`src/texBuffer_consts.svh`:
```
`ifndef TEX_BUFFER_CONSTS_SVH
`define TEX_BUFFER_CONSTS_SVH

// Texel format, RGBA4444
`define TEX_PIXEL_WIDTH 16

// Write stream carries two texels per beat
`define TEX_STREAM_WIDTH 32

// Log2 of the largest texture edge (64 texels)
`define TEX_MAX_LOG2 6

// One bank holds half of 64x64 texels
`define TEX_BANK_ADDR_WIDTH 11

// Coordinates are Q1.15
`define TEX_COORD_FRAC 15

`endif

```
`src/texelPkg.sv`:
```
`include "texBuffer_consts.svh"

package texelPkg;

    // Log2 of the texel count on one axis
    typedef enum logic [2:0]
    {
        SIZE_1  = 3'd0,
        SIZE_2  = 3'd1,
        SIZE_4  = 3'd2,
        SIZE_8  = 3'd3,
        SIZE_16 = 3'd4,
        SIZE_32 = 3'd5,
        SIZE_64 = 3'd6
    } texSize_e;

    typedef logic [`TEX_PIXEL_WIDTH - 1 : 0] pixel_t;

    typedef logic [`TEX_COORD_FRAC : 0] texCoord_t;     // Q1.15

    typedef logic [`TEX_COORD_FRAC : 0] subCoord_t;     // Q0.16

    typedef logic [`TEX_BANK_ADDR_WIDTH - 1 : 0] bankAddr_t;

    // Element 0 is the even texel, element 1 the odd one
    typedef logic [`TEX_STREAM_WIDTH / `TEX_PIXEL_WIDTH - 1 : 0][`TEX_PIXEL_WIDTH - 1 : 0]
        streamWord_t;

endpackage

```
`src/texelIfs.sv`:
```


// Shared write port of both banks
interface bankWriteIf import texelPkg::*; ();
    logic      wrEn;
    bankAddr_t wrAddr;
    pixel_t    dataEven;
    pixel_t    dataOdd;

    modport source (output wrEn, output wrAddr, output dataEven, output dataOdd);
    modport sink   (input wrEn, input wrAddr, input dataEven, input dataOdd);
endinterface


```
`src/texelWriteCtrl.sv`:
```
`timescale 1ns/10ps

module texelWriteCtrl import texelPkg::*;
(
    input  logic              aclk,
    input  logic              resetn,

    input  logic              streamValid,
    input  logic              streamLast,
    input  streamWord_t       streamData,

    bankWriteIf.source        wr
);

    bankAddr_t writeAddr;

    // Linear texel order, one bank word per beat
    always_ff @(posedge aclk)
    begin
        if (!resetn)
        begin
            writeAddr <= '0;
        end
        else if (streamValid)
        begin
            if (streamLast)
            begin
                writeAddr <= '0;    // Next texture starts over
            end
            else
            begin
                writeAddr <= writeAddr + 1'b1;
            end
        end
    end

    assign wr.wrEn     = streamValid;
    assign wr.wrAddr   = writeAddr;
    assign wr.dataEven = streamData[0];   // Low half
    assign wr.dataOdd  = streamData[1];

    assertLastWithValid : assert property (
        @(posedge aclk) disable iff (!resetn)
        streamLast |-> streamValid
    )
    else
    begin
        $error("texelWriteCtrl: streamLast without streamValid");
    end

endmodule

```
`src/flat_wrapper.sv`:
```
// flat-port wrapper written by rule: the top's interface ports become plain ports
module texelWriteCtrl_flat import texelPkg::*;
  (aclk, resetn, streamValid, streamLast, streamData, wr_wrEn, wr_wrAddr, wr_dataEven, wr_dataOdd);
  bankWriteIf wr_i ();
  input  logic aclk;
  input  logic resetn;
  input  logic streamValid;
  input  logic streamLast;
  input  streamWord_t streamData;
  output wire logic [$bits(wr_i.wrEn)-1:0] wr_wrEn;
  output wire logic [$bits(wr_i.wrAddr)-1:0] wr_wrAddr;
  output wire logic [$bits(wr_i.dataEven)-1:0] wr_dataEven;
  output wire logic [$bits(wr_i.dataOdd)-1:0] wr_dataOdd;
  assign wr_wrEn = wr_i.wrEn;
  assign wr_wrAddr = wr_i.wrAddr;
  assign wr_dataEven = wr_i.dataEven;
  assign wr_dataOdd = wr_i.dataOdd;
  texelWriteCtrl u_core (.aclk(aclk), .resetn(resetn), .streamValid(streamValid), .streamLast(streamLast), .streamData(streamData), .wr(wr_i));
endmodule
```
`config.mk`:
```
export PLATFORM = sky130hd
export DESIGN_NAME = texelWriteCtrl_flat
export DESIGN_NICKNAME = d
export VERILOG_FILES = /design/src/texelPkg.sv /design/src/texelIfs.sv /design/src/texelWriteCtrl.sv /design/src/flat_wrapper.sv
export VERILOG_INCLUDE_DIRS = /design/src
export SDC_FILE = /design/constraint.sdc
export NUM_CORES = 1
export LEC_CHECK = 0
export BUFFER_PORTS_ARGS = -buffer_cell sky130_fd_sc_hd__buf_2
export CAP_MARGIN = 25
export CELL_PAD_IN_SITES_DETAIL_PLACEMENT = 0
export CELL_PAD_IN_SITES_GLOBAL_PLACEMENT = 2
export CORE_AREA = 2 2 69 77
export DETAILED_ROUTE_END_ITERATION = 10
export DIE_AREA = 0 0 71 79
export GPL_TIMING_DRIVEN = 1
export PLACE_DENSITY_LB_ADDON = 0.2
export SYNTH_ARGS = -nofsm -noshare
export SYNTH_HDL_FRONTEND = slang
export SYNTH_SLANG_ARGS = --single-unit
export TNS_END_PERCENT = 50
```
`constraint.sdc`:
```
create_clock -name aclk -period 2 [get_ports aclk]
set_clock_uncertainty 0.15 [all_clocks]
set_input_delay 0.3 -clock aclk [delete_from_list [all_inputs] [get_ports aclk]]
set_output_delay 0.3 -clock aclk [all_outputs]
set_load 0.01 [all_outputs]
```
==> metrics.md <==
| Metric | Value |
|---|---|
| Worst setup EP type | flop |
| CTS tree | yes |
| Initial Util | 0.152 |
| Cts hold-fix bufs | 0 |
| Synth Instances | 87 |
| VDD IR-drop max | 0.126 mV |
| Max FFs per register | 11 |
| Min-Delay Path Class | flop to flop |
| Drt total wl | 1.44 mm |
| Worst-Margin Slew | 0.420 ns |
| Number of antenna violations at the first check in global routing | 0 |
| Crit start category | flop |
| CTS resizes | 0 |
| Endpoints failing setup | 0 |
| Synth area leaders | buf_4, dfxtp_1, a21oi_1, xor2_1, nand4_4 |
| Mapped Avg Cell Area | 8.56 um^2 |
| Routed length per instance | 11.0 um |
| Synthesis-stage register bit count | 11 |
| DP HPWL | 1.08 mm |
| Initial DRC Count | 10 |
| Die Wd | 71 um |
| Post-synth top area cell | buf_4 |
| Commonest non-fill, non-tap cell in the layout | buf_2 |
| Cell row count | 27 |
| Port Buffers | 15 |
| P_leak | 0.270 nW |
| Status | complete, no violations |
| H-tree Lvls | 1 |
| GRT Residual Overflow | 0 |
| Area grow syn2layout | -6.89% |
| Syn nets | 124 |
| Gpl congestion | 0.671 |
| GRT Total Usage | 0.0552 |
| Largest net degree at the start of global routing | 12 |
| Pre-CTS WS | 0.397 ns |
| Via-per-instance ratio | 3.53 |
| Most frequent cells in the layout | buf_2, dfxtp_1, a21oi_1 |
| CP max-delay cell | dfxtp_1 |
| Critical path required time | 2.01 ns |
| Data arrival, critical path | 1.62 ns |
| Post-route setup slack | 0.395 ns |
| Hold path cells | 2 |
| Critical path, cell by cell | ha_1, nand4_1, or4_1, a21oi_1 |
| Die ar. | 5610 um^2 |
| Final Cycle Share | 0.802 |
| Worst r2r path cells | 4 |
| Netlist Area Pre-Place | 744 um^2 |
| CTS Buffer Depth | 2 |
| Clock root cell | clkbuf_8 |
| Diode count | 0 |
| First-pass iteration count of the detailed router | 4 |
| Die Ht | 79 um |
| Vias in the first global route | 458 |
| Max cap viols | 0 |
| Synth unique cells | 19 |
| Largest fanout on the critical path | 5 |
| Pwr dens | 689 nW/um^2 |
| Fin nets | 111 |
| Post-CTS Setup Bufs | 0 |
| Worst-skew pair later-pin latency | 0.23 ns |
| Fmax achieved | 623 MHz |
| Clk pin slew, worst setup/hold paths | 0.05 ns |
| Num CTS Buffers | 3 |
| Vias after detailed routing | 462 |
| Final max-slew violation count | 0 |
| Final Hold Viols | 0 |
| Share of layout cells above drive strength 1 | 0.329 |
| Tmin final | 1.60 ns |
| Relative slew slack | 0.719 |
| Setup_tns | 0 ns |
| Yosys warns | 0 |
| ANT nets after route | 0 |
| # fillers | 554 |
| Unrepaired setup endpoints after global routing | no |
| CP max stage delay | 0.42 ns |
| # IOs | 80 |
| Core footprint | 4900 um^2 |
| Sinks on Clock Net | 11 |
| DRC Markers | 0 |
| Setup CP Type | flop to flop |
| First-pass GRT wire length | 2.33 mm |
| Seq/Total Area, Yosys | 0.296 |
| Post-synth top area share | 0.343 |
-- power by group --
group | internal, mW | switching [mW]
combinational | 0.0106 | 0.0160
sequential | 0.222 | 0.00419
clock | 0.140 | 0.0843
-- synthesized netlist by cell type --
cell / count
buf_4: 34
dfxtp_1: 11
a21oi_1: 6
nand2_1: 5
nor2_1: 5
o21ai_0: 4
nand4_1: 3
xor2_1: 3
nand3_1: 2
o31ai_1: 2
or3_1: 2
or3_2: 2
or4_1: 2
clkbuf_1: 1
ha_1: 1
mux2i_1: 1
nand4_2: 1
nand4_4: 1
xnor2_1: 1
-- routing by layer --
metal  wire (um)  up-vias  global-route usage
met5           0        -                   0
met1         654      204              0.0622
met2         622       15              0.0766
li1            -      237                   -
met4          38        0              0.0509
met3         128        6              0.0241
-- path summary, 6_finish.rpt --
path / from / endpoint / slack, ns
hold reg to reg: u_core.wr.wrAddr[10] / u_core.wr.wrAddr[10] / 0.33
setup / recovery: u_core.wr.wrAddr[0] / u_core.wr.wrAddr[10] / 0.40
hold / removal: u_core.wr.wrAddr[10] / u_core.wr.wrAddr[10] / 0.33
setup reg to reg: u_core.wr.wrAddr[0] / u_core.wr.wrAddr[10] / 0.40
-- through the flow --
stage	cells	power, mW	utilization	area (um^2)	hold WS, ns
after CTS	131	0.488	0.142	693	0.333
after detailed placement	127	0.259	0.132	648	0.325
after floorplan	87	0.315	-	744	0.288
final	131	0.477	0.142	693	0.325
after global placement	127	0.259	0.132	648	0.329
after global routing	131	0.504	0.142	693	0.365
-- cell families after synthesis --
| group | share of synthesized area |
|---|---|
| AND/OR/NAND/NOR | 0.192 |
| XOR/XNOR | 0.0471 |
| AO/OA/AOI/OAI | 0.0874 |
| multiplexers | 0.0134 |
| buffers and inverters | 0.348 |
| adder cells (fa/ha/maj) | 0.0168 |
| flip-flops | 0.296 |
-- critical path: cells and delay by family, from the launching register on --
family	cells	cell delay (ns)
AND/OR/NAND/NOR	2	0.54
AO/OA/AOI/OAI	1	0.14
flip-flops	1	0.42
adder cells (fa/ha/maj)	1	0.28
-- cell type report --
class                      instances  area [um^2]  area share
clock buffer                       4         45.0      0.0650
multi-input combinational         41          265       0.383
sequential                        11          220       0.318
tap                               58         72.6       0.105
timing repair buffer              17         90.1       0.130
Note: power is estimated with default switching activity, not from simulation.
