$ cat config.mk
export PLATFORM = sky130hd
export DESIGN_NAME = texelQuadSelect_flat
export DESIGN_NICKNAME = d
export VERILOG_FILES = /design/src/texelPkg.sv /design/src/texelIfs.sv /design/src/texelQuadSelect.sv /design/src/flat_wrapper.sv
export VERILOG_INCLUDE_DIRS = /design/src
export SDC_FILE = /design/constraint.sdc
export NUM_CORES = 1
export LEC_CHECK = 0
export BUFFER_PORTS_ARGS = -buffer_cell sky130_fd_sc_hd__buf_2
export CAP_MARGIN = 20
export CORE_MARGIN = 1.5
export CORE_UTILIZATION = 37
export DETAILED_ROUTE_END_ITERATION = 6
export PLACE_DENSITY = 0.89
export SETUP_SLACK_MARGIN = 0.15
export SYNTH_ARGS = -nofsm -noshare
export SYNTH_HDL_FRONTEND = slang
export SYNTH_SLANG_ARGS = --single-unit
$ cat constraint.sdc
create_clock -name vclk -period 4.4
set_input_delay 0.44 -clock vclk [all_inputs]
set_output_delay 0.44 -clock vclk [all_outputs]
set_load 0.03 [all_outputs]
$ cat src/texBuffer_consts.svh
`ifndef TEX_BUFFER_CONSTS_SVH
`define TEX_BUFFER_CONSTS_SVH

// Texel format, RGBA4444
`define TEX_PIXEL_WIDTH 16

// Write stream carries two texels per beat
`define TEX_STREAM_WIDTH 32

// Log2 of the largest texture edge (64 texels)
`define TEX_MAX_LOG2 6

// One bank holds half of 64x64 texels
`define TEX_BANK_ADDR_WIDTH 11

// Coordinates are Q1.15
`define TEX_COORD_FRAC 15

`endif

$ cat src/texelPkg.sv
`include "texBuffer_consts.svh"

package texelPkg;

    // Log2 of the texel count on one axis
    typedef enum logic [2:0]
    {
        SIZE_1  = 3'd0,
        SIZE_2  = 3'd1,
        SIZE_4  = 3'd2,
        SIZE_8  = 3'd3,
        SIZE_16 = 3'd4,
        SIZE_32 = 3'd5,
        SIZE_64 = 3'd6
    } texSize_e;

    typedef logic [`TEX_PIXEL_WIDTH - 1 : 0] pixel_t;

    typedef logic [`TEX_COORD_FRAC : 0] texCoord_t;     // Q1.15

    typedef logic [`TEX_COORD_FRAC : 0] subCoord_t;     // Q0.16

    typedef logic [`TEX_BANK_ADDR_WIDTH - 1 : 0] bankAddr_t;

    // Element 0 is the even texel, element 1 the odd one
    typedef logic [`TEX_STREAM_WIDTH / `TEX_PIXEL_WIDTH - 1 : 0][`TEX_PIXEL_WIDTH - 1 : 0]
        streamWord_t;

endpackage

$ cat src/texelIfs.sv


// Registered decode info, aligned with the bank read data
interface quadDecodeIf ();
    logic sel00;    // Bank bit of each quad texel
    logic sel01;
    logic sel10;
    logic sel11;
    logic clampS;
    logic clampT;

    modport source (output sel00, output sel01, output sel10, output sel11,
                    output clampS, output clampT);
    modport sink   (input sel00, input sel01, input sel10, input sel11,
                    input clampS, input clampT);
endinterface

$ cat src/texelQuadSelect.sv
`timescale 1ns/10ps

module texelQuadSelect import texelPkg::*;
(
    quadDecodeIf.sink         dec,

    input  pixel_t            rdEven0,
    input  pixel_t            rdOdd0,
    input  pixel_t            rdEven1,
    input  pixel_t            rdOdd1,

    output pixel_t            texel00,    // (0,0)
    output pixel_t            texel01,    // (1,0), next in S
    output pixel_t            texel10,    // (0,1), next in T
    output pixel_t            texel11     // (1,1)
);

    pixel_t sel00;
    pixel_t sel01;
    pixel_t sel10;
    pixel_t sel11;

    // Row 0 comes from the read-only ports, row 1 from the shared ones
    assign sel00 = dec.sel00 ? rdOdd0 : rdEven0;
    assign sel01 = dec.sel01 ? rdOdd0 : rdEven0;
    assign sel10 = dec.sel10 ? rdOdd1 : rdEven1;
    assign sel11 = dec.sel11 ? rdOdd1 : rdEven1;

    // Edge clamp replaces wrapped neighbours
    assign texel00 = sel00;
    assign texel01 = dec.clampS ? sel00 : sel01;
    assign texel10 = dec.clampT ? sel00 : sel10;
    assign texel11 = dec.clampS ? texel10
                   : dec.clampT ? sel01
                   : sel11;

    // An S clamp needs two or more texels per row, so the neighbour is in the other bank
    always_comb
    begin
        if (dec.clampS)
        begin
            assertClampBanks : assert (dec.sel01 != dec.sel00)
            else
            begin
                $error("texelQuadSelect: clamped S neighbour in the same bank");
            end
        end
    end

endmodule

$ cat src/flat_wrapper.sv
// flat-port wrapper written by rule: the top's interface ports become plain ports
module texelQuadSelect_flat import texelPkg::*;
  (rdEven0, rdOdd0, rdEven1, rdOdd1, texel00, texel01, texel10, texel11, dec_sel00, dec_sel01, dec_sel10, dec_sel11, dec_clampS, dec_clampT);
  quadDecodeIf dec_i ();
  input  pixel_t rdEven0;
  input  pixel_t rdOdd0;
  input  pixel_t rdEven1;
  input  pixel_t rdOdd1;
  output pixel_t texel00;
  output pixel_t texel01;
  output pixel_t texel10;
  output pixel_t texel11;
  input wire logic [$bits(dec_i.sel00)-1:0] dec_sel00;
  input wire logic [$bits(dec_i.sel01)-1:0] dec_sel01;
  input wire logic [$bits(dec_i.sel10)-1:0] dec_sel10;
  input wire logic [$bits(dec_i.sel11)-1:0] dec_sel11;
  input wire logic [$bits(dec_i.clampS)-1:0] dec_clampS;
  input wire logic [$bits(dec_i.clampT)-1:0] dec_clampT;
  assign dec_i.sel00 = dec_sel00;
  assign dec_i.sel01 = dec_sel01;
  assign dec_i.sel10 = dec_sel10;
  assign dec_i.sel11 = dec_sel11;
  assign dec_i.clampS = dec_clampS;
  assign dec_i.clampT = dec_clampT;
  texelQuadSelect u_core (.dec(dec_i), .rdEven0(rdEven0), .rdOdd0(rdOdd0), .rdEven1(rdEven1), .rdOdd1(rdOdd1), .texel00(texel00), .texel01(texel01), .texel10(texel10), .texel11(texel11));
endmodule
==> impl_metrics.yaml <==
grt:
  grt.overflow.total: 0
  antenna_found_initial: 0
  grt_max_degree: 34
  grt_usage_pct: 22.13
  first_global_vias: 1445
  grt_pass1_wl_um: 6113
timing:
  finalHoldViolCount: 0
  max_freq_ghz: 0.3624
  tns_ps: 0
  max-slew-margin-rel_pct: 58.46
  finalCriticalPeriod_ps: 2759
  worst_pin_slew_ps: 619.3
  finalMaxSlewViolations: 0
  rsz0062_at_grt: "no"
  setup_violations: 0
  fin_crit_sh_pct: 62.71
power:
  power.total_mw: 0.3238
  ir_drop_v: 0.0001600
  internal_power_mw: 0.1228
  combPwrFrac_pct: 100.0
  p_leak_nw: 0.9542
  swShare_pct: 62.09
  clkPwrFrac_pct: 0
  p_switching_mw: 0.2011
  power_density_nw_per_um2: 181.9
  pwr-share-seq_pct: 0
drt:
  postRouteAntennaNets: 0
  routedWlPerCell_um: 14.41
  firstDrtPassIters: 4
  dr_total_vias: 1508
  viasPerCell: 5.348
  finalWirelength_um: 4064
  drc: 0
  drt_iter0_drc: 70
place:
  place.gp.congestion: 0.7241
  port_buffers: 134
  dp_hpwl_um: 3226
floorplanning:
  pin_count: 134
  dieArea_sq_um: 3315
  coreArea_sq_um: 2781
  die_w_um: 57.58
  initial_core_util_pct: 39.63
  dieHeight_um: 57.58
  rows: 19
worst_setup_path:
  cp-end-kind: "output port"
  crit_chain: "buf_2 > mux2i_2 > buf_4 > mux2_2 > mux2_2 > buf_2"
  critPathKind: "input pin to output port"
  worst-path-buf-inv: 3
  cp.arrival_ps: 2320
  critPathLaunchType: "input pin"
  crit_family: "multiplexers"
  cpPeakStageDelay_ps: 510
  cp.required_ps: 3960
  crit_fanout: 17
  critPathSlowestCell: "mux2i_2"
layout:
  insertedDiodeCount: 0
  drive_gt1_share_pct: 76.10
  fin_nets: 323
  nFillCells: 260
  seq_cell_count: 0
  area.sequential_sq_um: 0
  syn2layout_area_growth_pct: 61.52
  clockBufferCount: 0
min_path:
  hold_depth: 3
  min_path_type: "input pin to output port"
  min_from: "rdEven0[2]"
  whs_endpoint: "texel00[2]"
logic_synthesis:
  syn-cell-area_sq_um: 1102
  ys_top_cells_by_area: "mux2_2 54%, mux2i_1 15%, mux2_1 11%"
  synth_top_area_share_pct: 54.14
  yosysSeqAreaShare_pct: 0
  yosysMostFrequentCell: "mux2_2"
  syn_inst: 125
  synthTopCellsByCount: "53 x mux2_2, 16 x mux2i_1, 16 x nand2_1, 16 x o21ai_0, 11 x mux2_1"
  syn_nets: 195
  yosysTopAreaCell: "mux2_2"
  synth.avg_cell_area_sq_um: 8.818
  yosysWarnings: 0
  synth_cell_type_count: 11
clock_network:
  cts_hold_buf: 0
  post_cts_resized: 0
  cts_setup_buffers: 0
run:
  cap_violations: 0
status:
  outcome: "completed"
## kinds of logic (layout without fill, tap and decap cells)
group,Yosys count,count (layout),share of synthesized area (%)
AO/OA/AOI/OAI,16,16,7.265
buffers and inverters,11,137,4.880
multiplexers,82,82,82.41
AND/OR/NAND/NOR,16,16,5.449
## metal layers
layer,share of wire (%),GRT usage (%),vias up
li1,-,-,717
met1,38,24.25,708
met2,55,46.27,81
met3,6.7,1.361,2
met4,0.30,2.658,0
met5,0,0,-
## worst max-delay path by stage
stage	start	end	slack [ps]	cells past startpoint
after floorplan	dec_sel00	texel11[10]	1940	5
after global placement	dec_sel10	texel11[4]	1470	5
after detailed placement	dec_sel10	texel11[4]	1450	5
after CTS	dec_sel10	texel11[4]	1440	5
after global routing	dec_sel00	texel11[4]	1560	6
final	dec_sel00	texel11[4]	1640	6
## cells in the final DEF (no fill, tap or decap)
cell type / netlist / layout
o21ai_0: 16 / 16
nand2_1: 16 / 16
mux2i_1: 16 / 16
buf_4: 2 / 1
buf_6: 0 / 1
clkinv_1: 1 / 1
mux2i_2: 2 / 2
mux2_2: 53 / 53
mux2_1: 11 / 11
buf_2: 4 / 134
## layout make-up
cell class         instances  area (sq um)  area share (%)
well taps                 31         38.79           2.178
multi-input cells        114          1049           58.89
inverters                  1         3.754          0.2108
repair buffers           136         689.4           38.72
## metrics by stage
| step | util [%] | hold slack (ps) | worst slack [ps] | area, sq um | cells |
|---|---|---|---|---|---|
| after floorplan | - | 1113 | 1940 | 1102 | 125 |
| after global placement | 63.61 | 1276 | 1474 | 1769 | 281 |
| after detailed placement | 63.61 | 1290 | 1451 | 1769 | 281 |
| after CTS | 63.61 | 1288 | 1440 | 1769 | 281 |
| after global routing | 64.01 | 1298 | 1561 | 1780 | 282 |
| final | 64.01 | 1288 | 1641 | 1780 | 282 |
## power by group through the flow
stage                     clock network (mW)  registers (mW)  logic, mW
final                                      0               0      0.324
after global routing                       0               0      0.342
after CTS                                  0               0      0.323
after detailed placement                   0               0      0.322
after global placement                     0               0      0.317
after floorplan                            0               0      0.223
## worst min-delay path, delay by kind of cell
family,cells,cell delay (ps)
buf+inv,2,270
mux,1,140
Power figures use the tool's default switching activity.
