===== src/texBuffer_consts.svh =====
`ifndef TEX_BUFFER_CONSTS_SVH
`define TEX_BUFFER_CONSTS_SVH

// Texel format, RGBA4444
`define TEX_PIXEL_WIDTH 16

// Write stream carries two texels per beat
`define TEX_STREAM_WIDTH 32

// Log2 of the largest texture edge (64 texels)
`define TEX_MAX_LOG2 6

// One bank holds half of 64x64 texels
`define TEX_BANK_ADDR_WIDTH 11

// Coordinates are Q1.15
`define TEX_COORD_FRAC 15

`endif


===== src/texelPkg.sv =====
`include "texBuffer_consts.svh"

package texelPkg;

    // Log2 of the texel count on one axis
    typedef enum logic [2:0]
    {
        SIZE_1  = 3'd0,
        SIZE_2  = 3'd1,
        SIZE_4  = 3'd2,
        SIZE_8  = 3'd3,
        SIZE_16 = 3'd4,
        SIZE_32 = 3'd5,
        SIZE_64 = 3'd6
    } texSize_e;

    typedef logic [`TEX_PIXEL_WIDTH - 1 : 0] pixel_t;

    typedef logic [`TEX_COORD_FRAC : 0] texCoord_t;     // Q1.15

    typedef logic [`TEX_COORD_FRAC : 0] subCoord_t;     // Q0.16

    typedef logic [`TEX_BANK_ADDR_WIDTH - 1 : 0] bankAddr_t;

    // Element 0 is the even texel, element 1 the odd one
    typedef logic [`TEX_STREAM_WIDTH / `TEX_PIXEL_WIDTH - 1 : 0][`TEX_PIXEL_WIDTH - 1 : 0]
        streamWord_t;

endpackage


===== src/texelIfs.sv =====
`timescale 1ns/10ps

// Texture size and clamp settings, static between cfgWrite pulses
interface texConfigIf import texelPkg::*; ();
    texSize_e sizeS;
    texSize_e sizeT;
    logic     clampS;
    logic     clampT;

    modport source (output sizeS, output sizeT, output clampS, output clampT);
    modport sink   (input sizeS, input sizeT, input clampS, input clampT);
endinterface


// Registered decode info, aligned with the bank read data
interface quadDecodeIf ();
    logic sel00;    // Bank bit of each quad texel
    logic sel01;
    logic sel10;
    logic sel11;
    logic clampS;
    logic clampT;

    modport source (output sel00, output sel01, output sel10, output sel11,
                    output clampS, output clampT);
    modport sink   (input sel00, input sel01, input sel10, input sel11,
                    input clampS, input clampT);
endinterface


===== src/texelAddrGen.sv =====
`timescale 1ns/10ps
`include "texBuffer_consts.svh"

module texelAddrGen import texelPkg::*;
(
    input  logic              aclk,
    input  logic              resetn,

    input  texCoord_t         texelS,
    input  texCoord_t         texelT,
    texConfigIf.sink          cfg,

    output bankAddr_t         rdAddrEven0,    // Row 0, read-only ports
    output bankAddr_t         rdAddrOdd0,
    output bankAddr_t         rdAddrEven1,    // Row 1, shared ports
    output bankAddr_t         rdAddrOdd1,

    quadDecodeIf.source       dec,
    output subCoord_t         subCoordS,
    output subCoord_t         subCoordT
);

    localparam int idxWidth = `TEX_MAX_LOG2;
    localparam int linWidth = 2 * idxWidth;

    logic [idxWidth - 1 : 0] idxS0;
    logic [idxWidth - 1 : 0] idxS1;
    logic [idxWidth - 1 : 0] idxT0;
    logic [idxWidth - 1 : 0] idxT1;
    subCoord_t               fracS;
    subCoord_t               fracT;
    logic                    wrapS;
    logic                    wrapT;

    logic [linWidth - 1 : 0] addr00;
    logic [linWidth - 1 : 0] addr01;
    logic [linWidth - 1 : 0] addr10;
    logic [linWidth - 1 : 0] addr11;

    // Texel indices, fraction and wrap flag of one axis
    function automatic void axisDecode(
        input  texCoord_t               coord,
        input  texSize_e                size,
        output logic [idxWidth - 1 : 0] idx0,
        output logic [idxWidth - 1 : 0] idx1,
        output subCoord_t               frac,
        output logic                    wrap
    );
        int unsigned             shamt;
        texCoord_t               coord1;
        logic [idxWidth - 1 : 0] mask;

        shamt = `TEX_COORD_FRAC - int'(size);
        mask  = (idxWidth'(1) << size) - idxWidth'(1);  // Wraps to all ones at 64

        if (size == SIZE_1)
        begin
            coord1 = coord;
            frac   = '0;
        end
        else
        begin
            coord1 = coord + (16'd1 << shamt);
            frac   = (coord & ((16'd1 << shamt) - 16'd1)) << (int'(size) + 1);
        end

        idx0 = idxWidth'(coord >> shamt) & mask;
        idx1 = idxWidth'(coord1 >> shamt) & mask;
        wrap = (coord > coord1) || (!coord[15] && coord1[15]);
    endfunction

    // Row stride equals the S size, so T sits right above the S bits
    function automatic logic [linWidth - 1 : 0] linearAddr(
        input logic [idxWidth - 1 : 0] idxT,
        input logic [idxWidth - 1 : 0] idxS,
        input texSize_e                sizeS
    );
        linearAddr = ({{idxWidth{1'b0}}, idxT} << sizeS) | {{idxWidth{1'b0}}, idxS};
    endfunction

    always_comb
    begin
        axisDecode(texelS, cfg.sizeS, idxS0, idxS1, fracS, wrapS);
        axisDecode(texelT, cfg.sizeT, idxT0, idxT1, fracT, wrapT);

        addr00 = linearAddr(idxT0, idxS0, cfg.sizeS);
        addr01 = linearAddr(idxT0, idxS1, cfg.sizeS);
        addr10 = linearAddr(idxT1, idxS0, cfg.sizeS);
        addr11 = linearAddr(idxT1, idxS1, cfg.sizeS);
    end

    // Odd texel (0,0) puts its right neighbour into the even bank
    assign rdAddrEven0 = addr00[0] ? addr01[linWidth - 1 : 1] : addr00[linWidth - 1 : 1];
    assign rdAddrOdd0  = addr00[0] ? addr00[linWidth - 1 : 1] : addr01[linWidth - 1 : 1];
    assign rdAddrEven1 = addr10[0] ? addr11[linWidth - 1 : 1] : addr10[linWidth - 1 : 1];
    assign rdAddrOdd1  = addr10[0] ? addr10[linWidth - 1 : 1] : addr11[linWidth - 1 : 1];

    always_ff @(posedge aclk)
    begin
        if (!resetn)
        begin
            dec.sel00  <= 1'b0;
            dec.sel01  <= 1'b0;
            dec.sel10  <= 1'b0;
            dec.sel11  <= 1'b0;
            dec.clampS <= 1'b0;
            dec.clampT <= 1'b0;
            subCoordS  <= '0;
            subCoordT  <= '0;
        end
        else
        begin
            dec.sel00  <= addr00[0];
            dec.sel01  <= addr01[0];
            dec.sel10  <= addr10[0];
            dec.sel11  <= addr11[0];
            dec.clampS <= cfg.clampS && wrapS;
            dec.clampT <= cfg.clampT && wrapT;
            subCoordS  <= fracS;
            subCoordT  <= fracT;
        end
    end

endmodule


===== src/flat_wrapper.sv =====
// flat-port wrapper written by rule: the top's interface ports become plain ports
module texelAddrGen_flat import texelPkg::*;
  (aclk, resetn, texelS, texelT, rdAddrEven0, rdAddrOdd0, rdAddrEven1, rdAddrOdd1, subCoordS, subCoordT, cfg_sizeS, cfg_sizeT, cfg_clampS, cfg_clampT, dec_sel00, dec_sel01, dec_sel10, dec_sel11, dec_clampS, dec_clampT);
  texConfigIf cfg_i ();
  quadDecodeIf dec_i ();
  input  logic aclk;
  input  logic resetn;
  input  texCoord_t texelS;
  input  texCoord_t texelT;
  output bankAddr_t rdAddrEven0;
  output bankAddr_t rdAddrOdd0;
  output bankAddr_t rdAddrEven1;
  output bankAddr_t rdAddrOdd1;
  output subCoord_t subCoordS;
  output subCoord_t subCoordT;
  input wire logic [$bits(cfg_i.sizeS)-1:0] cfg_sizeS;
  input wire logic [$bits(cfg_i.sizeT)-1:0] cfg_sizeT;
  input wire logic [$bits(cfg_i.clampS)-1:0] cfg_clampS;
  input wire logic [$bits(cfg_i.clampT)-1:0] cfg_clampT;
  output wire logic [$bits(dec_i.sel00)-1:0] dec_sel00;
  output wire logic [$bits(dec_i.sel01)-1:0] dec_sel01;
  output wire logic [$bits(dec_i.sel10)-1:0] dec_sel10;
  output wire logic [$bits(dec_i.sel11)-1:0] dec_sel11;
  output wire logic [$bits(dec_i.clampS)-1:0] dec_clampS;
  output wire logic [$bits(dec_i.clampT)-1:0] dec_clampT;
  assign cfg_i.sizeS = cfg_sizeS;
  assign cfg_i.sizeT = cfg_sizeT;
  assign cfg_i.clampS = cfg_clampS;
  assign cfg_i.clampT = cfg_clampT;
  assign dec_sel00 = dec_i.sel00;
  assign dec_sel01 = dec_i.sel01;
  assign dec_sel10 = dec_i.sel10;
  assign dec_sel11 = dec_i.sel11;
  assign dec_clampS = dec_i.clampS;
  assign dec_clampT = dec_i.clampT;
  texelAddrGen u_core (.aclk(aclk), .resetn(resetn), .texelS(texelS), .texelT(texelT), .cfg(cfg_i), .rdAddrEven0(rdAddrEven0), .rdAddrOdd0(rdAddrOdd0), .rdAddrEven1(rdAddrEven1), .rdAddrOdd1(rdAddrOdd1), .dec(dec_i), .subCoordS(subCoordS), .subCoordT(subCoordT));
endmodule

===== config.mk =====
export PLATFORM = sky130hd
export DESIGN_NAME = texelAddrGen_flat
export DESIGN_NICKNAME = d
export VERILOG_FILES = /design/src/texelPkg.sv /design/src/texelIfs.sv /design/src/texelAddrGen.sv /design/src/flat_wrapper.sv
export VERILOG_INCLUDE_DIRS = /design/src
export SDC_FILE = /design/constraint.sdc
export NUM_CORES = 1
export LEC_CHECK = 0
export ABC_AREA = 1
export BUFFER_PORTS_ARGS = -buffer_cell sky130_fd_sc_hd__buf_4
export CORE_MARGIN = 4
export CORE_UTILIZATION = 50
export DETAILED_ROUTE_END_ITERATION = 10
export GPL_TIMING_DRIVEN = 0
export PLACE_DENSITY = 0.76
export SYNTH_ARGS = -nofsm -noshare
export SYNTH_HDL_FRONTEND = slang
export SYNTH_SLANG_ARGS = --single-unit

===== constraint.sdc =====
create_clock -name aclk -period 10.1 [get_ports aclk]
set_input_delay 1.515 -clock aclk [delete_from_list [all_inputs] [get_ports aclk]]
set_output_delay 1.515 -clock aclk [all_outputs]
set_load 0.03 [all_outputs]

==> impl_metrics.ini <==
[place]
place_congestion = 0.9917
portBuffers = 123
hpwl_um = 15520

[outcome]
outcome = completed

[sta]
slew-limit-headroom_pct = 48.54
tightest_slew_ns = 0.7691
hold_viol = 0
hold_ws_ns = 1.474
max_freq_mhz = 141.5
period_share_pct = 69.96
rsz0062_at_grt = no
finalMaxSlewViolations = 0
setup_violations = 0
setup_tns_ns = 0
min_period_ns = 7.066

[yosys]
ys.warnings.count = 0
synthArstFlopShare_pct = 0
syn_inst = 1021
synth_enable_flop_cells = 0
synth_nets = 1105
ys_seq_area_share_pct = 13.35
synth_ff_type = dfxtp_1
syn_area_um2 = 5698
synth_cell_types = 49
synth_seq_cells = 38
synthTopCellsByArea = nand2_1 22%, dfxtp_1 13%, ha_1 9.0%, nand3_1 8.0%, o21ai_0 7.4%
yosysTopAreaCell = nand2_1
syn_area_per_cell_um2 = 5.581
synth_top_cell_area_share_pct = 21.81

[worst_hold_path]
hp-class = primary input to register

[route]
wl_per_cell_um = 14.63
drcViolationCount = 0
vias_per_cell = 5.529
postRouteAntennaNets = 0
first_iter_violations = 614
wl_um = 18900
drt_pass1_iterations = 5
via_count = 7143

[clock_network]
clockBufferDepth = 2
cts_tree = yes
root_buffer = clkbuf_16
path_clk_slew_ns = 0.06
ctsHoldBuffers = 0
cts_made_buffers = 5
cts_resized = 0
post-cts-setup-buffers = 0
clock_sinks = 38
htreeDepth = 2

[setup_path]
critPathKind = primary input to primary output
cp-startpoint = cfg_sizeS[0]
cp-end-kind = primary output
cp_common_cell = nand2_1
max_stage_delay_ns = 0.50
critPathSlowestCell = buf_1
worstSetupStartpointType = primary input
crit_fanout = 11
cp.required_ns = 8.59
arrival_ns = 5.55
worstSetupEndpoint = rdAddrOdd0[1]

[global_routing]
grt_overflow = 0
grt_use_total_pct = 28.02
grt_pass1_wl_um = 30510
antenna_found_initial = 0
grt_max_degree = 13
grt_pass1_vias = 6317

[power_and_ir_drop]
p_leak_nw = 3.817
p_clk_share_pct = 20.8
p_per_area_nw_per_um2 = 114.7
p_sw_share_pct = 46.86
intPower_mw = 0.4235
pwr-share-comb_pct = 58.0
ir_drop_v = 0.0001082
pwr-share-seq_pct = 21.2
power.switching_mw = 0.3734

[layout]
num-nets-final = 1235
fill_cells = 1110
drive_above_1_share_pct = 18.40
area_growth_pct = 21.94
diodes = 0

[floorplan]
dieArea_um2 = 13170
ioPinCount = 124
die_h_um = 114.8
start_util_pct = 51.88
core_um2 = 10980
row_count = 38
dieWidth_um = 114.8

[job]
maxCapViolCount = 0
[layout make-up]
class	instances	area [um^2]	share of cell area, %
Timing Repair Buffer	123	923.4	13.29
Sequential cell	38	760.7	10.95
Clock inverter	2	12.51	0.1801
Clock buffer	6	138.9	1.999
Multi-Input combinational cell	805	4131	59.46
Tap cell	140	175.2	2.521
Buffer	67	389.1	5.601
Inverter	111	416.7	5.997
[per-layer routing]
metal / GRT usage [%] / routed length (um) / part of all wire (%) / up-vias
met5: 0 / 0 / 0 / -
met4: 8.764 / 551 / 2.9 / 0
met3: 3.526 / 1808 / 9.6 / 40
met2: 43.19 / 8012 / 42 / 350
met1: 40.70 / 8528 / 45 / 3146
li1: - / - / - / 3607
[flip-flops by register name, summed over array words and instances (netlist names)]
register,count
u_core.dec.sel10,1
u_core.dec.sel00,1
u_core.dec.sel01,1
u_core.subCoordT,16
u_core.dec.clampS,1
u_core.dec.sel11,1
u_core.dec.clampT,1
u_core.subCoordS,16
[worst max-delay path, delay by kind of cell]
family / cells / cell delay [ns]
AO/OA/AOI/OAI: 5 / 0.91
adder cells (fa/ha/maj): 2 / 0.56
buffers and inverters: 7 / 1.64
AND/OR/NAND/NOR: 11 / 0.94
[cells in the final DEF (no fill, tap or decap), drive strengths merged, types with 4 or more instances in the layout]
| cell type | instances |
|---|---|
| mux2i | 4 |
| a21oi | 43 |
| inv | 108 |
| nor3 | 12 |
| o21a | 5 |
| nand3 | 96 |
| nand2 | 344 |
| buf | 172 |
| o21ai | 102 |
| nor2 | 76 |
| dfxtp | 38 |
| o211ai | 11 |
| o22ai | 7 |
| clkinv | 4 |
| ha | 41 |
| clkbuf | 24 |
| nand4 | 14 |
| a211oi | 4 |
| a31oi | 18 |
| xor2 | 6 |
| or2 | 7 |
[power by group through the flow]
stage | clock [mW] | combinational [mW] | sequential (mW)
after global routing | 0.173 | 0.508 | 0.171
final | 0.166 | 0.462 | 0.169
after detailed placement | 0 | 0.455 | 0.173
after global placement | 0 | 0.453 | 0.172
after floorplan | 0 | 0.283 | 0.202
after CTS | 0.166 | 0.457 | 0.169
[synth_stat cells, types with 2 or more instances]
master and n:
buf_1 4, or2_2 5, a21oi_1 42, buf_4 25
nor2_1 75, o21a_1 5, o21ai_0 84, buf_2 17
clkbuf_1 18, o21ai_1 18, inv_2 4, ha_1 41
nand3_2 5, a31oi_1 17, o22ai_1 6, o221ai_1 2
nand2_1 331, a31o_2 2, inv_1 104, a211oi_1 4
mux2i_1 4, nor3_1 11, or2_1 2, clkinv_1 3
nand4_1 13, dfxtp_1 38, o211ai_1 11, xor2_1 6
buf_6 3, nand2_2 12, nand3_1 91
[stage by stage]
| stage | instances | area (um^2) | power (mW) | util (%) | setup slack, ns |
|---|---|---|---|---|---|
| 3_3_place_gp | 1284 | 6797 | 0.6250 | 61.88 | 3.163 |
| 4_1_cts | 1292 | 6948 | 0.7928 | 63.26 | 3.115 |
| 5_1_grt | 1292 | 6948 | 0.8514 | 63.26 | 2.546 |
| 6_report | 1292 | 6948 | 0.7969 | 63.26 | 3.034 |
| 3_5_place_dp | 1284 | 6797 | 0.6276 | 61.88 | 3.119 |
| 2_1_floorplan | 1021 | 5698 | 0.4850 | - | 3.839 |
[cells by family after synthesis]
logic type / count (synthesis) / synth area share [%]
simple gates: 550 / 41.15
compound gates: 203 / 20.38
fa+ha+maj: 42 / 9.354
mux: 4 / 0.7027
xor+xnor: 6 / 0.9223
flops: 38 / 13.35
buf+inv: 178 / 14.14
[worst min path at each step]
stage | start | endpoint | slack [ns] | cells after the start
3_5_place_dp | cfg_clampT | u_core.dec.clampT | 1.77 | 3
4_1_cts | cfg_clampT | u_core.dec.clampT | 1.47 | 3
2_1_floorplan | resetn | u_core.dec.clampS | 1.63 | 2
5_1_grt | cfg_clampT | u_core.dec.clampT | 1.48 | 3
6_report | cfg_clampT | u_core.dec.clampT | 1.47 | 3
3_3_place_gp | cfg_clampT | u_core.dec.clampT | 1.75 | 3
Note: power is estimated with default switching activity, not from simulation.
