## config.mk

```make
export PLATFORM = sky130hd
export DESIGN_NAME = texConfigRegs_flat
export DESIGN_NICKNAME = d
export VERILOG_FILES = /design/src/texelPkg.sv /design/src/texelIfs.sv /design/src/texConfigRegs.sv /design/src/flat_wrapper.sv
export VERILOG_INCLUDE_DIRS = /design/src
export SDC_FILE = /design/constraint.sdc
export NUM_CORES = 1
export LEC_CHECK = 0
export BUFFER_PORTS_ARGS = -buffer_cell sky130_fd_sc_hd__buf_4
export CORE_AREA = 8 8 45 47
export CTS_BUF_LIST = sky130_fd_sc_hd__clkbuf_16
export CTS_CLUSTER_SIZE = 10
export DETAILED_ROUTE_END_ITERATION = 8
export DIE_AREA = 0 0 53 55
export SLEW_MARGIN = 10
export SYNTH_ARGS = -nofsm -noshare
export SYNTH_HDL_FRONTEND = slang
export SYNTH_SLANG_ARGS = --single-unit
export TNS_END_PERCENT = 1
```

## constraint.sdc

```tcl
create_clock -name aclk -period 0.8 [get_ports aclk]
set_input_delay 0.08 -clock aclk [delete_from_list [all_inputs] [get_ports aclk]]
set_output_delay 0.08 -clock aclk [all_outputs]
set_load 0.1 [all_outputs]
```

## src/texBuffer_consts.svh

```systemverilog
`ifndef TEX_BUFFER_CONSTS_SVH
`define TEX_BUFFER_CONSTS_SVH

// Texel format, RGBA4444
`define TEX_PIXEL_WIDTH 16

// Write stream carries two texels per beat
`define TEX_STREAM_WIDTH 32

// Log2 of the largest texture edge (64 texels)
`define TEX_MAX_LOG2 6

// One bank holds half of 64x64 texels
`define TEX_BANK_ADDR_WIDTH 11

// Coordinates are Q1.15
`define TEX_COORD_FRAC 15

`endif

```

## src/texelPkg.sv

```systemverilog
`include "texBuffer_consts.svh"

package texelPkg;

    // Log2 of the texel count on one axis
    typedef enum logic [2:0]
    {
        SIZE_1  = 3'd0,
        SIZE_2  = 3'd1,
        SIZE_4  = 3'd2,
        SIZE_8  = 3'd3,
        SIZE_16 = 3'd4,
        SIZE_32 = 3'd5,
        SIZE_64 = 3'd6
    } texSize_e;

    typedef logic [`TEX_PIXEL_WIDTH - 1 : 0] pixel_t;

    typedef logic [`TEX_COORD_FRAC : 0] texCoord_t;     // Q1.15

    typedef logic [`TEX_COORD_FRAC : 0] subCoord_t;     // Q0.16

    typedef logic [`TEX_BANK_ADDR_WIDTH - 1 : 0] bankAddr_t;

    // Element 0 is the even texel, element 1 the odd one
    typedef logic [`TEX_STREAM_WIDTH / `TEX_PIXEL_WIDTH - 1 : 0][`TEX_PIXEL_WIDTH - 1 : 0]
        streamWord_t;

endpackage

```

## src/texelIfs.sv

```systemverilog
`timescale 1ns/10ps

// Texture size and clamp settings, static between cfgWrite pulses
interface texConfigIf import texelPkg::*; ();
    texSize_e sizeS;
    texSize_e sizeT;
    logic     clampS;
    logic     clampT;

    modport source (output sizeS, output sizeT, output clampS, output clampT);
    modport sink   (input sizeS, input sizeT, input clampS, input clampT);
endinterface


```

## src/texConfigRegs.sv

```systemverilog
`timescale 1ns/10ps

module texConfigRegs import texelPkg::*;
(
    input  logic              aclk,
    input  logic              resetn,

    input  logic              cfgWrite,
    input  texSize_e          cfgSizeS,
    input  texSize_e          cfgSizeT,
    input  logic              cfgClampS,
    input  logic              cfgClampT,

    texConfigIf.source        cfg
);

    always_ff @(posedge aclk)
    begin
        if (!resetn)
        begin
            cfg.sizeS  <= SIZE_1;   // Single texel, no wrap handling needed
            cfg.sizeT  <= SIZE_1;
            cfg.clampS <= 1'b0;
            cfg.clampT <= 1'b0;
        end
        else if (cfgWrite)
        begin
            cfg.sizeS  <= cfgSizeS;
            cfg.sizeT  <= cfgSizeT;
            cfg.clampS <= cfgClampS;
            cfg.clampT <= cfgClampT;
        end
    end

    // Codes 7 would address past the 64x64 texture
    assertSizeRange : assert property (
        @(posedge aclk) disable iff (!resetn)
        cfgWrite |=> (cfg.sizeS <= SIZE_64) && (cfg.sizeT <= SIZE_64)
    )
    else
    begin
        $error("texConfigRegs: size code out of range");
    end

endmodule

```

## src/flat_wrapper.sv

```systemverilog
// flat-port wrapper written by rule: the top's interface ports become plain ports
module texConfigRegs_flat import texelPkg::*;
  (aclk, resetn, cfgWrite, cfgSizeS, cfgSizeT, cfgClampS, cfgClampT, cfg_sizeS, cfg_sizeT, cfg_clampS, cfg_clampT);
  texConfigIf cfg_i ();
  input  logic aclk;
  input  logic resetn;
  input  logic cfgWrite;
  input  texSize_e cfgSizeS;
  input  texSize_e cfgSizeT;
  input  logic cfgClampS;
  input  logic cfgClampT;
  output wire logic [$bits(cfg_i.sizeS)-1:0] cfg_sizeS;
  output wire logic [$bits(cfg_i.sizeT)-1:0] cfg_sizeT;
  output wire logic [$bits(cfg_i.clampS)-1:0] cfg_clampS;
  output wire logic [$bits(cfg_i.clampT)-1:0] cfg_clampT;
  assign cfg_sizeS = cfg_i.sizeS;
  assign cfg_sizeT = cfg_i.sizeT;
  assign cfg_clampS = cfg_i.clampS;
  assign cfg_clampT = cfg_i.clampT;
  texConfigRegs u_core (.aclk(aclk), .resetn(resetn), .cfgWrite(cfgWrite), .cfgSizeS(cfgSizeS), .cfgSizeT(cfgSizeT), .cfgClampS(cfgClampS), .cfgClampT(cfgClampT), .cfg(cfg_i));
endmodule
```

==> impl_metrics.json, run 1 <==
{
  "grt_pass1_vias": 256,
  "crit_family": "flip-flops",
  "critPathRequiredTime_ns": 0.72,
  "clkPwrFrac": 0.507,
  "io_pins": 19,
  "p_sw_uw": 425,
  "area_delta_synth_final_pct": 111,
  "wire_per_inst_um": 12.3,
  "critical_path_class": "flip-flop to output pin",
  "dp_worst_setup_slack_ns": 0.118,
  "hold_start": "cfgSizeS[0]",
  "grt_max_degree": 9,
  "violations": "setup timing",
  "clock-sinks": 8,
  "port_buffers": 18,
  "setup-violations-final": 8,
  "worst_pin_slew_ns": 0.128,
  "seqCellArea_um2": 173,
  "syn_nets": 36,
  "placedCellCount": 58,
  "gr-usage-all-layers": 0.0574,
  "die-area_um2": 2920,
  "status": "finished with violations",
  "timing.fmax_mhz": 1210,
  "grt_pass1_wl_um": 1160,
  "worst_slack_ns": -0.0291,
  "cts.clk_slew.worst_paths_ns": 0.04,
  "viasPerCell": 4.06,
  "rrSetupSlack_ns": 0.17,
  "start_util": 0.218,
  "whs_ns": 0.116,
  "ys_types": 4,
  "antenna_cells": 0,
  "final_cells": 62,
  "place.gp.congestion": 0.609,
  "num_rows": 14,
  "via_count": 252,
  "antenna_found_initial": 0,
  "final_nets": 58,
  "post-cts-setup-buffers": 0,
  "drt_first_pass_iters": 1,
  "hold_viol": 0,
  "drtIter0Drc": 0,
  "syn_inst": 25,
  "drc_errors": 0,
  "ys_ff_latch": 8,
  "fin_skew_ns": 0,
  "reg2regPathDepth": 2,
  "fin_crit_ns": 0.829,
  "cts_buffer_depth": 2,
  "ctsRootBufferMaster": "clkbuf_16",
  "drt-total-wl_um": 762,
  "arrival_ns": 0.75,
  "crit_chain": "buf_12",
  "die_w_um": 53,
  "htree_levels": 1,
  "cellLeakagePower_nw": 0.289,
  "drive_above_1_share": 0.630,
  "timing.rr.end": "u_core.cfg.clampS$_SDFFE_PN0P_",
  "cts_buffers": 3,
  "clock_latency_ns": 0.23,
  "irDropWorstVdd_mv": 1.15,
  "reg2reg_from": "u_core.cfg.clampS$_SDFFE_PN0P_",
  "syn_area_um2": 302,
  "p_int_mw": 1.23,
  "crit_fanout": 2,
  "grt-ovfl-total": 0,
  "maxCapViolations": 0,
  "fin_crit_sh": 1.04,
  "core-area_um2": 1380,
  "hold_path_end": "u_core.cfg.sizeS[0]$_SDFFE_PN0P_",
  "ys_seq_area_frac": 0.531,
  "yosysWarnings": 0,
  "seqPwrFrac": 0.274,
  "grt_setup_unrepaired": "yes",
  "path_buf_inv": 1,
  "multi_input_area_um2": 130,
  "postSynthAreaPerCell_um2": 12.1,
  "hold_path_depth": 3,
  "slowest_delay_ns": 0.34,
  "cts_hold_buf": 0,
  "die_h_um": 55,
  "swShare": 0.257,
  "startpoint_type": "flip-flop",
  "max_slew_margin": 0.912,
  "p_comb_frac": 0.219,
  "holdCritPathClass": "primary input to flip-flop",
  "cpMaxStageDelayCell": "dfxtp_2",
  "endpoint_kind": "output pin",
  "drv_slew": 0,
  "cts_tree": "done",
  "fillerInstances": 124,
  "postRouteAntennaNets": 0,
  "power_density_nw_per_um2": 2590
}
## sequential cells by signal, summed over array words and instances (netlist names)
signal and count:
u_core.cfg.clampT 1, u_core.cfg.sizeT 3, u_core.cfg.sizeS 3, u_core.cfg.clampS 1
## through the flow
stage / instance area [um2] / utilization / setup TNS (ns) / total power, mW
3_3_place_gp: 458 / 0.331 / 0 / 0.749
5_1_grt: 637 / 0.460 / -0.348 / 1.71
4_1_cts: 637 / 0.460 / -0.249 / 1.67
6_report: 637 / 0.460 / -0.200 / 1.65
2_1_floorplan: 314 / - / -1.00 / 0.670
3_5_place_dp: 458 / 0.331 / 0 / 0.751
## cells in the mapped netlist
master   number  share of area
mux2i_1       8           0.27
nor2b_1       8           0.17
buf_6         1          0.037
dfxtp_1       8           0.53
## metal layers
layer / up-vias / part of all wire / GRT usage
li1: 125 / - / -
met1: 116 / 0.35 / 0.0534
met2: 9 / 0.55 / 0.0938
met3: 2 / 0.080 / 0.0187
met4: 0 / 0.025 / 0.0647
met5: - / 0 / 0
## cells in the final DEF (no fill, tap or decap)
cell and instances:
dfxtp_2 7, inv_1 1, nor2b_1 8, buf_4 10, mux2i_1 8, clkbuf_16 3
dfxtp_4 1, buf_12 8
## power groups by stage
| stage | Sequential (mW) | Combinational [mW] | Clock (mW) |
|---|---|---|---|
| floorplan | 0.618 | 0.0517 | 0 |
| global placement | 0.445 | 0.304 | 0 |
| CTS | 0.453 | 0.365 | 0.853 |
| global route | 0.456 | 0.375 | 0.882 |
| detailed placement | 0.446 | 0.305 | 0 |
| finish | 0.453 | 0.362 | 0.837 |
## how the worst max path moves through the flow
stage | slack, ns | endpoint | depth (start not counted) | startpoint
final | -0.03 | cfg_sizeS[2] | 1 | u_core.cfg.sizeS[2]$_SDFFE_PN0P_
after CTS | -0.03 | cfg_clampS | 1 | u_core.cfg.clampS$_SDFFE_PN0P_
after global placement | 0.12 | cfg_clampS | 1 | u_core.cfg.clampS$_SDFFE_PN0P_
after detailed placement | 0.12 | cfg_clampS | 1 | u_core.cfg.clampS$_SDFFE_PN0P_
after global routing | -0.05 | cfg_sizeS[0] | 1 | u_core.cfg.sizeS[0]$_SDFFE_PN0P_
after floorplan | -0.14 | u_core.cfg.clampT$_SDFFE_PN0P_ | 2 | u_core.cfg.clampT$_SDFFE_PN0P_
## area by class of cell
cell class | count | share of cell area
repair buffers | 18 | 0.369
clock inverters | 1 | 0.00589
multi-input cells | 16 | 0.204
well taps | 16 | 0.0314
clock buffers | 3 | 0.118
flip-flops and latches | 8 | 0.271
## logic make-up after synthesis
| kind of cell | after synthesis | synth area share |
|---|---|---|
| buffers and inverters | 1 | 0.0373 |
| multiplexers | 8 | 0.266 |
| AND/OR/NAND/NOR | 8 | 0.166 |
| flip-flops | 8 | 0.531 |
## timing repair
| item | 4_1_cts | 5_1_grt |
|---|---|---|
| resized for setup | 24 | 0 |
| setup endpoints to repair | 8 | 8 |
| cloned | 0 | 0 |
Note: power is estimated with default switching activity, not from simulation.
==> run 2: changes to the inputs <==
--- a/config.mk
+++ b/config.mk
@@ -6,9 +6,10 @@
 export SDC_FILE = /design/constraint.sdc
 export NUM_CORES = 1
 export LEC_CHECK = 0
+export ABC_CLOCK_PERIOD_IN_PS = 800
 export BUFFER_PORTS_ARGS = -buffer_cell sky130_fd_sc_hd__buf_4
 export CORE_AREA = 8 8 45 47
-export CTS_BUF_LIST = sky130_fd_sc_hd__clkbuf_16
+export CTS_BUF_LIST = sky130_fd_sc_hd__clkbuf_8
 export CTS_CLUSTER_SIZE = 10
 export DETAILED_ROUTE_END_ITERATION = 8
 export DIE_AREA = 0 0 53 55
==> run 2 against run 1 <==
The run still ends with setup timing left; combinational power about the same; highest routed layer unchanged; via count unchanged; clock skew unchanged; maximum frequency decreased by 0.21%; clock-buffer cell count unchanged; hold slack improved by 0.0020 ns; non-clock buffer count unchanged; sequential share of layout area increased by 1.5 points; critical path type unchanged.
==> impl_metrics.json, run 2 (synthesized netlist as in run 1, its figures left out) <==
{
  "port_buffers": 18,
  "path_buf_inv": 1,
  "antenna_found_initial": 0,
  "cts_buffer_depth": 2,
  "area_delta_synth_final_pct": 100,
  "drt-total-wl_um": 761,
  "holdCritPathClass": "primary input to flip-flop",
  "die_w_um": 53,
  "setup-tns-final_ns": -0.192,
  "grt_pass1_vias": 245,
  "postRouteAntennaNets": 0,
  "clkPwrFrac": 0.376,
  "cpMaxStageDelayCell": "dfxtp_2",
  "p_int_uw": 909,
  "clock_latency_ns": 0.23,
  "cts_hold_buf": 0,
  "rrSetupSlack_ns": 0.17,
  "clock-sinks": 8,
  "hold_viol": 0,
  "dpl_cell_area_um2": 458,
  "grt-ovfl-total": 0,
  "p_comb_frac": 0.277,
  "start_util": 0.218,
  "critical_path_class": "flip-flop to output pin",
  "place.gp.congestion": 0.609,
  "io_pins": 19,
  "swShare": 0.304,
  "fin_crit_ns": 0.831,
  "power_density_nw_per_um2": 2160,
  "endpoint_kind": "output pin",
  "finish.utilization": 0.436,
  "num_rows": 14,
  "cellLeakagePower_nw": 0.274,
  "fin_crit_sh": 1.04,
  "setup-violations-final": 8,
  "wire_per_inst_um": 12.3,
  "cts_tree": "done",
  "drive_above_1_share": 0.630,
  "crit_family": "flip-flops",
  "drc_errors": 0,
  "irDropWorstVdd_mv": 0.781,
  "viasPerCell": 4.06,
  "slowest_delay_ns": 0.35,
  "crit_fanout": 2,
  "maxCapViolations": 0,
  "arrival_ns": 0.75,
  "startpoint_type": "flip-flop",
  "ctsRootBufferMaster": "clkbuf_8",
  "htree_levels": 1,
  "seqPwrFrac": 0.346,
  "final_common_cell": "buf_4",
  "cts_buffers": 3,
  "violations": "setup timing",
  "via_count": 252,
  "core-area_um2": 1380,
  "dp_worst_setup_slack_ns": 0.118,
  "power_mw": 1.31,
  "post-cts-setup-buffers": 0,
  "max_slew_margin": 0.913,
  "die-area_um2": 2920,
  "p_sw_uw": 396,
  "timing.fmax_mhz": 1200,
  "drt_first_pass_iters": 2,
  "fin_skew_ns": 0,
  "grt_setup_unrepaired": "yes",
  "crit_chain": "buf_12",
  "final_nets": 58,
  "grt_max_degree": 9,
  "cts.clk_slew.worst_paths_ns": 0.04,
  "gr-usage-all-layers": 0.0580,
  "status": "finished with violations",
  "top_regs": "u_core.cfg.sizeS: 3 flops, u_core.cfg.sizeT: 3 flops",
  "drv_slew": 0,
  "worst_pin_slew_ns": 0.127,
  "die_h_um": 55,
  "critPathRequiredTime_ns": 0.72,
  "worst_slack_ns": -0.0309,
  "drtIter0Drc": 4,
  "most-common-layout-cells": "buf_4, mux2i_1, nor2b_1, buf_12, dfxtp_2",
  "antenna_cells": 0,
  "finalInstanceArea_um2": 603,
  "grt_pass1_wl_um": 1160
}
[run 2: cell counts in the layout (fill, tap and decap cells not counted)]
Identical to the previous run, type by type.
[run 2: area by class of cell]
type / count / area (um2)
repair buffers: 18 / 235
fillers: 131 / 781
flip-flops and latches: 8 / 173
multi-input cells: 16 / 130
well taps: 16 / 20.0
clock buffers: 3 / 41.3
clock inverters: 1 / 3.75
[run 2: final timing paths]
kind,to,depth (start not counted),from
max,cfg_clampT,1,u_core.cfg.clampT$_SDFFE_PN0P_
min,u_core.cfg.sizeT[0]$_SDFFE_PN0P_,3,cfgSizeT[0]
max reg2reg,u_core.cfg.clampS$_SDFFE_PN0P_,2,u_core.cfg.clampS$_SDFFE_PN0P_
min reg2reg,u_core.cfg.sizeT[1]$_SDFFE_PN0P_,2,u_core.cfg.sizeT[1]$_SDFFE_PN0P_
[run 2: worst register-to-register path, delay by kind of cell (launching register included)]
family           cells  cell delay (ns)
DFF                  1             0.34
muxes                1             0.12
and+or+nand+nor      1             0.06
[run 2: per-layer routing]
layer,global-route usage,up-vias,part of all wire
met4,0.0647,0,0.025
li1,-,124,-
met3,0.0187,2,0.068
met1,0.0550,117,0.37
met5,0,-,0
met2,0.0938,9,0.54
[run 2: metrics by stage]
step	std cells	hold WS, ns
global placement	58	0.335
detailed placement	58	0.346
finish	62	0.118
global route	62	0.130
floorplan	25	0.207
CTS	62	0.118
[run 2: power groups by stage]
stage          registers (mW)  logic, mW  clock network, mW
3_3_place_gp            0.445      0.304                  0
5_1_grt                 0.455      0.375              0.532
4_1_cts                 0.453      0.365              0.501
2_1_floorplan           0.618     0.0517                  0
3_5_place_dp            0.446      0.305                  0
6_report                0.452      0.362              0.491
[run 2: what timing repair did]
item | CTS | global route
resized for setup | 24 | 0
pin swaps | 0 | 0
cloned | 0 | 0
setup endpoints to repair | 8 | 8
==> run 3: changes to the inputs <==
--- a/config.mk
+++ b/config.mk
@@ -13,6 +13,7 @@
 export CTS_CLUSTER_SIZE = 10
 export DETAILED_ROUTE_END_ITERATION = 8
 export DIE_AREA = 0 0 53 55
+export PLACE_DENSITY_LB_ADDON = 0.15
 export SLEW_MARGIN = 10
 export SYNTH_ARGS = -nofsm -noshare
 export SYNTH_HDL_FRONTEND = slang
==> run 3 against run 2 <==
The run still ends with setup timing left; final cell count is the same; routed wire length grew 7.0%; clock-buffer cell count is the same; via count grew 0.79%; total power grew 0.54%; utilization is the same; critical path type unchanged.
==> impl_metrics.json, run 3 (synthesized netlist as in run 1, its figures left out) <==
{
  "grt_setup_unrepaired": "yes",
  "die-area_um2": 2920,
  "irDropWorstVdd_mv": 1.10,
  "cpMaxStageDelayCell": "dfxtp_2",
  "wire_per_inst_um": 13.1,
  "status": "finished with violations",
  "die_h_um": 55,
  "setup-violations-final": 8,
  "final_cells": 62,
  "cts_buffers": 3,
  "fin_crit_ns": 0.833,
  "cts_hold_buf": 0,
  "htree_levels": 1,
  "fin_skew_ns": 0,
  "die_w_um": 53,
  "critPathRequiredTime_ns": 0.72,
  "antenna_found_initial": 0,
  "arrival_ns": 0.75,
  "cts_buffer_depth": 2,
  "antenna_cells": 0,
  "postRouteAntennaNets": 0,
  "core-area_um2": 1380,
  "crit_family": "flip-flops",
  "timing.fmax_mhz": 1200,
  "drc_errors": 0,
  "clock_latency_ns": 0.23,
  "worst_pin_slew_ns": 0.140,
  "critical_path_class": "flip-flop to output pin",
  "cts_tree": "done",
  "gr-usage-all-layers": 0.0688,
  "io_pins": 19,
  "most-common-layout-cells": "buf_4, mux2i_1, nor2b_1, buf_12, dfxtp_2",
  "drv_slew": 0,
  "grt-ovfl-total": 0,
  "start_util": 0.218,
  "dp_hpwl_um": 624,
  "cts.clk_slew.worst_paths_ns": 0.04,
  "port_buffers": 18,
  "worst_slack_ns": -0.0329,
  "whs_ns": 0.113,
  "fin_crit_sh": 1.04,
  "ctsRootBufferMaster": "clkbuf_8",
  "hold_viol": 0,
  "place.gp.congestion": 0.646,
  "holdCritPathClass": "primary input to flip-flop",
  "violations": "setup timing",
  "final_common_cell": "buf_4",
  "power_density_nw_per_um2": 2180,
  "crit_chain": "buf_12",
  "via_count": 254,
  "path_buf_inv": 1,
  "area_delta_synth_final_pct": 100,
  "viasPerCell": 4.10,
  "drtIter0Drc": 1,
  "top_regs": "u_core.cfg.sizeS: 3 flops, u_core.cfg.sizeT: 3 flops",
  "clock-sinks": 8,
  "grt_pass1_vias": 299,
  "startpoint_type": "flip-flop",
  "drt_first_pass_iters": 2,
  "drive_above_1_share": 0.630,
  "drt-total-wl_um": 814,
  "grt_pass1_wl_um": 1350,
  "grt_max_degree": 9,
  "slowest_delay_ns": 0.35,
  "max_slew_margin": 0.904,
  "final_nets": 58,
  "num_rows": 14,
  "maxCapViolations": 0,
  "cellLeakagePower_nw": 0.274,
  "crit_fanout": 2,
  "placedCellCount": 58,
  "endpoint_kind": "output pin"
}
run 3: cell counts in the layout (fill, tap and decap cells not counted):
Identical to the previous run, type by type.
run 3: metrics by stage:
stage / instance area [um2] / power (mW) / util / setup WS (ns) / setup TNS [ns]
5_1_grt: 603 / 1.38 / 0.436 / -0.0704 / -0.444
3_3_place_gp: 458 / 0.747 / 0.331 / 0.122 / 0
6_report: 603 / 1.31 / 0.436 / -0.0329 / -0.219
4_1_cts: 603 / 1.35 / 0.436 / -0.0436 / -0.317
2_1_floorplan: 314 / 0.670 / - / -0.143 / -1.00
3_5_place_dp: 458 / 0.752 / 0.331 / 0.123 / 0
run 3: area by class of cell:
class / instances / area, um2
Clock inverter: 1 / 3.75
Multi-Input combinational cell: 16 / 130
Fill cell: 141 / 781
Tap cell: 16 / 20.0
Timing Repair Buffer: 18 / 235
Clock buffer: 3 / 41.3
Sequential cell: 8 / 173
run 3: power breakdown:
| group | switching [mW] | total, mW | internal (mW) |
|---|---|---|---|
| Clock | 0.165 | 0.498 | 0.333 |
| Sequential | 0.0245 | 0.453 | 0.428 |
| Combinational | 0.214 | 0.362 | 0.148 |
| Total | 0.403 | 1.31 | 0.909 |
run 3: timing repair:
action / in CTS / in global routing
endpoints found under the setup margin: 8 / 8
gates cloned: 0 / 0
gates resized for setup: 24 / 0
setup buffers: 0 / 0
run 3: worst paths after layout:
check,from,to,slack (ns),depth (start not counted)
setup reg to reg,u_core.cfg.sizeT[2]$_SDFFE_PN0P_,u_core.cfg.sizeT[2]$_SDFFE_PN0P_,0.16,2
hold reg to reg,u_core.cfg.sizeS[0]$_SDFFE_PN0P_,u_core.cfg.sizeS[0]$_SDFFE_PN0P_,0.54,2
hold / removal,cfgSizeS[2],u_core.cfg.sizeS[2]$_SDFFE_PN0P_,0.11,3
setup / recovery,u_core.cfg.sizeS[1]$_SDFFE_PN0P_,cfg_sizeS[1],-0.03,1
run 3: routing by layer:
| layer | global-route usage | part of all wire | vias up |
|---|---|---|---|
| met1 | 0.0653 | 0.34 | 115 |
| li1 | - | - | 123 |
| met3 | 0.0428 | 0.16 | 2 |
| met5 | 0 | 0 | - |
| met2 | 0.102 | 0.49 | 14 |
| met4 | 0.0647 | 0.0061 | 0 |
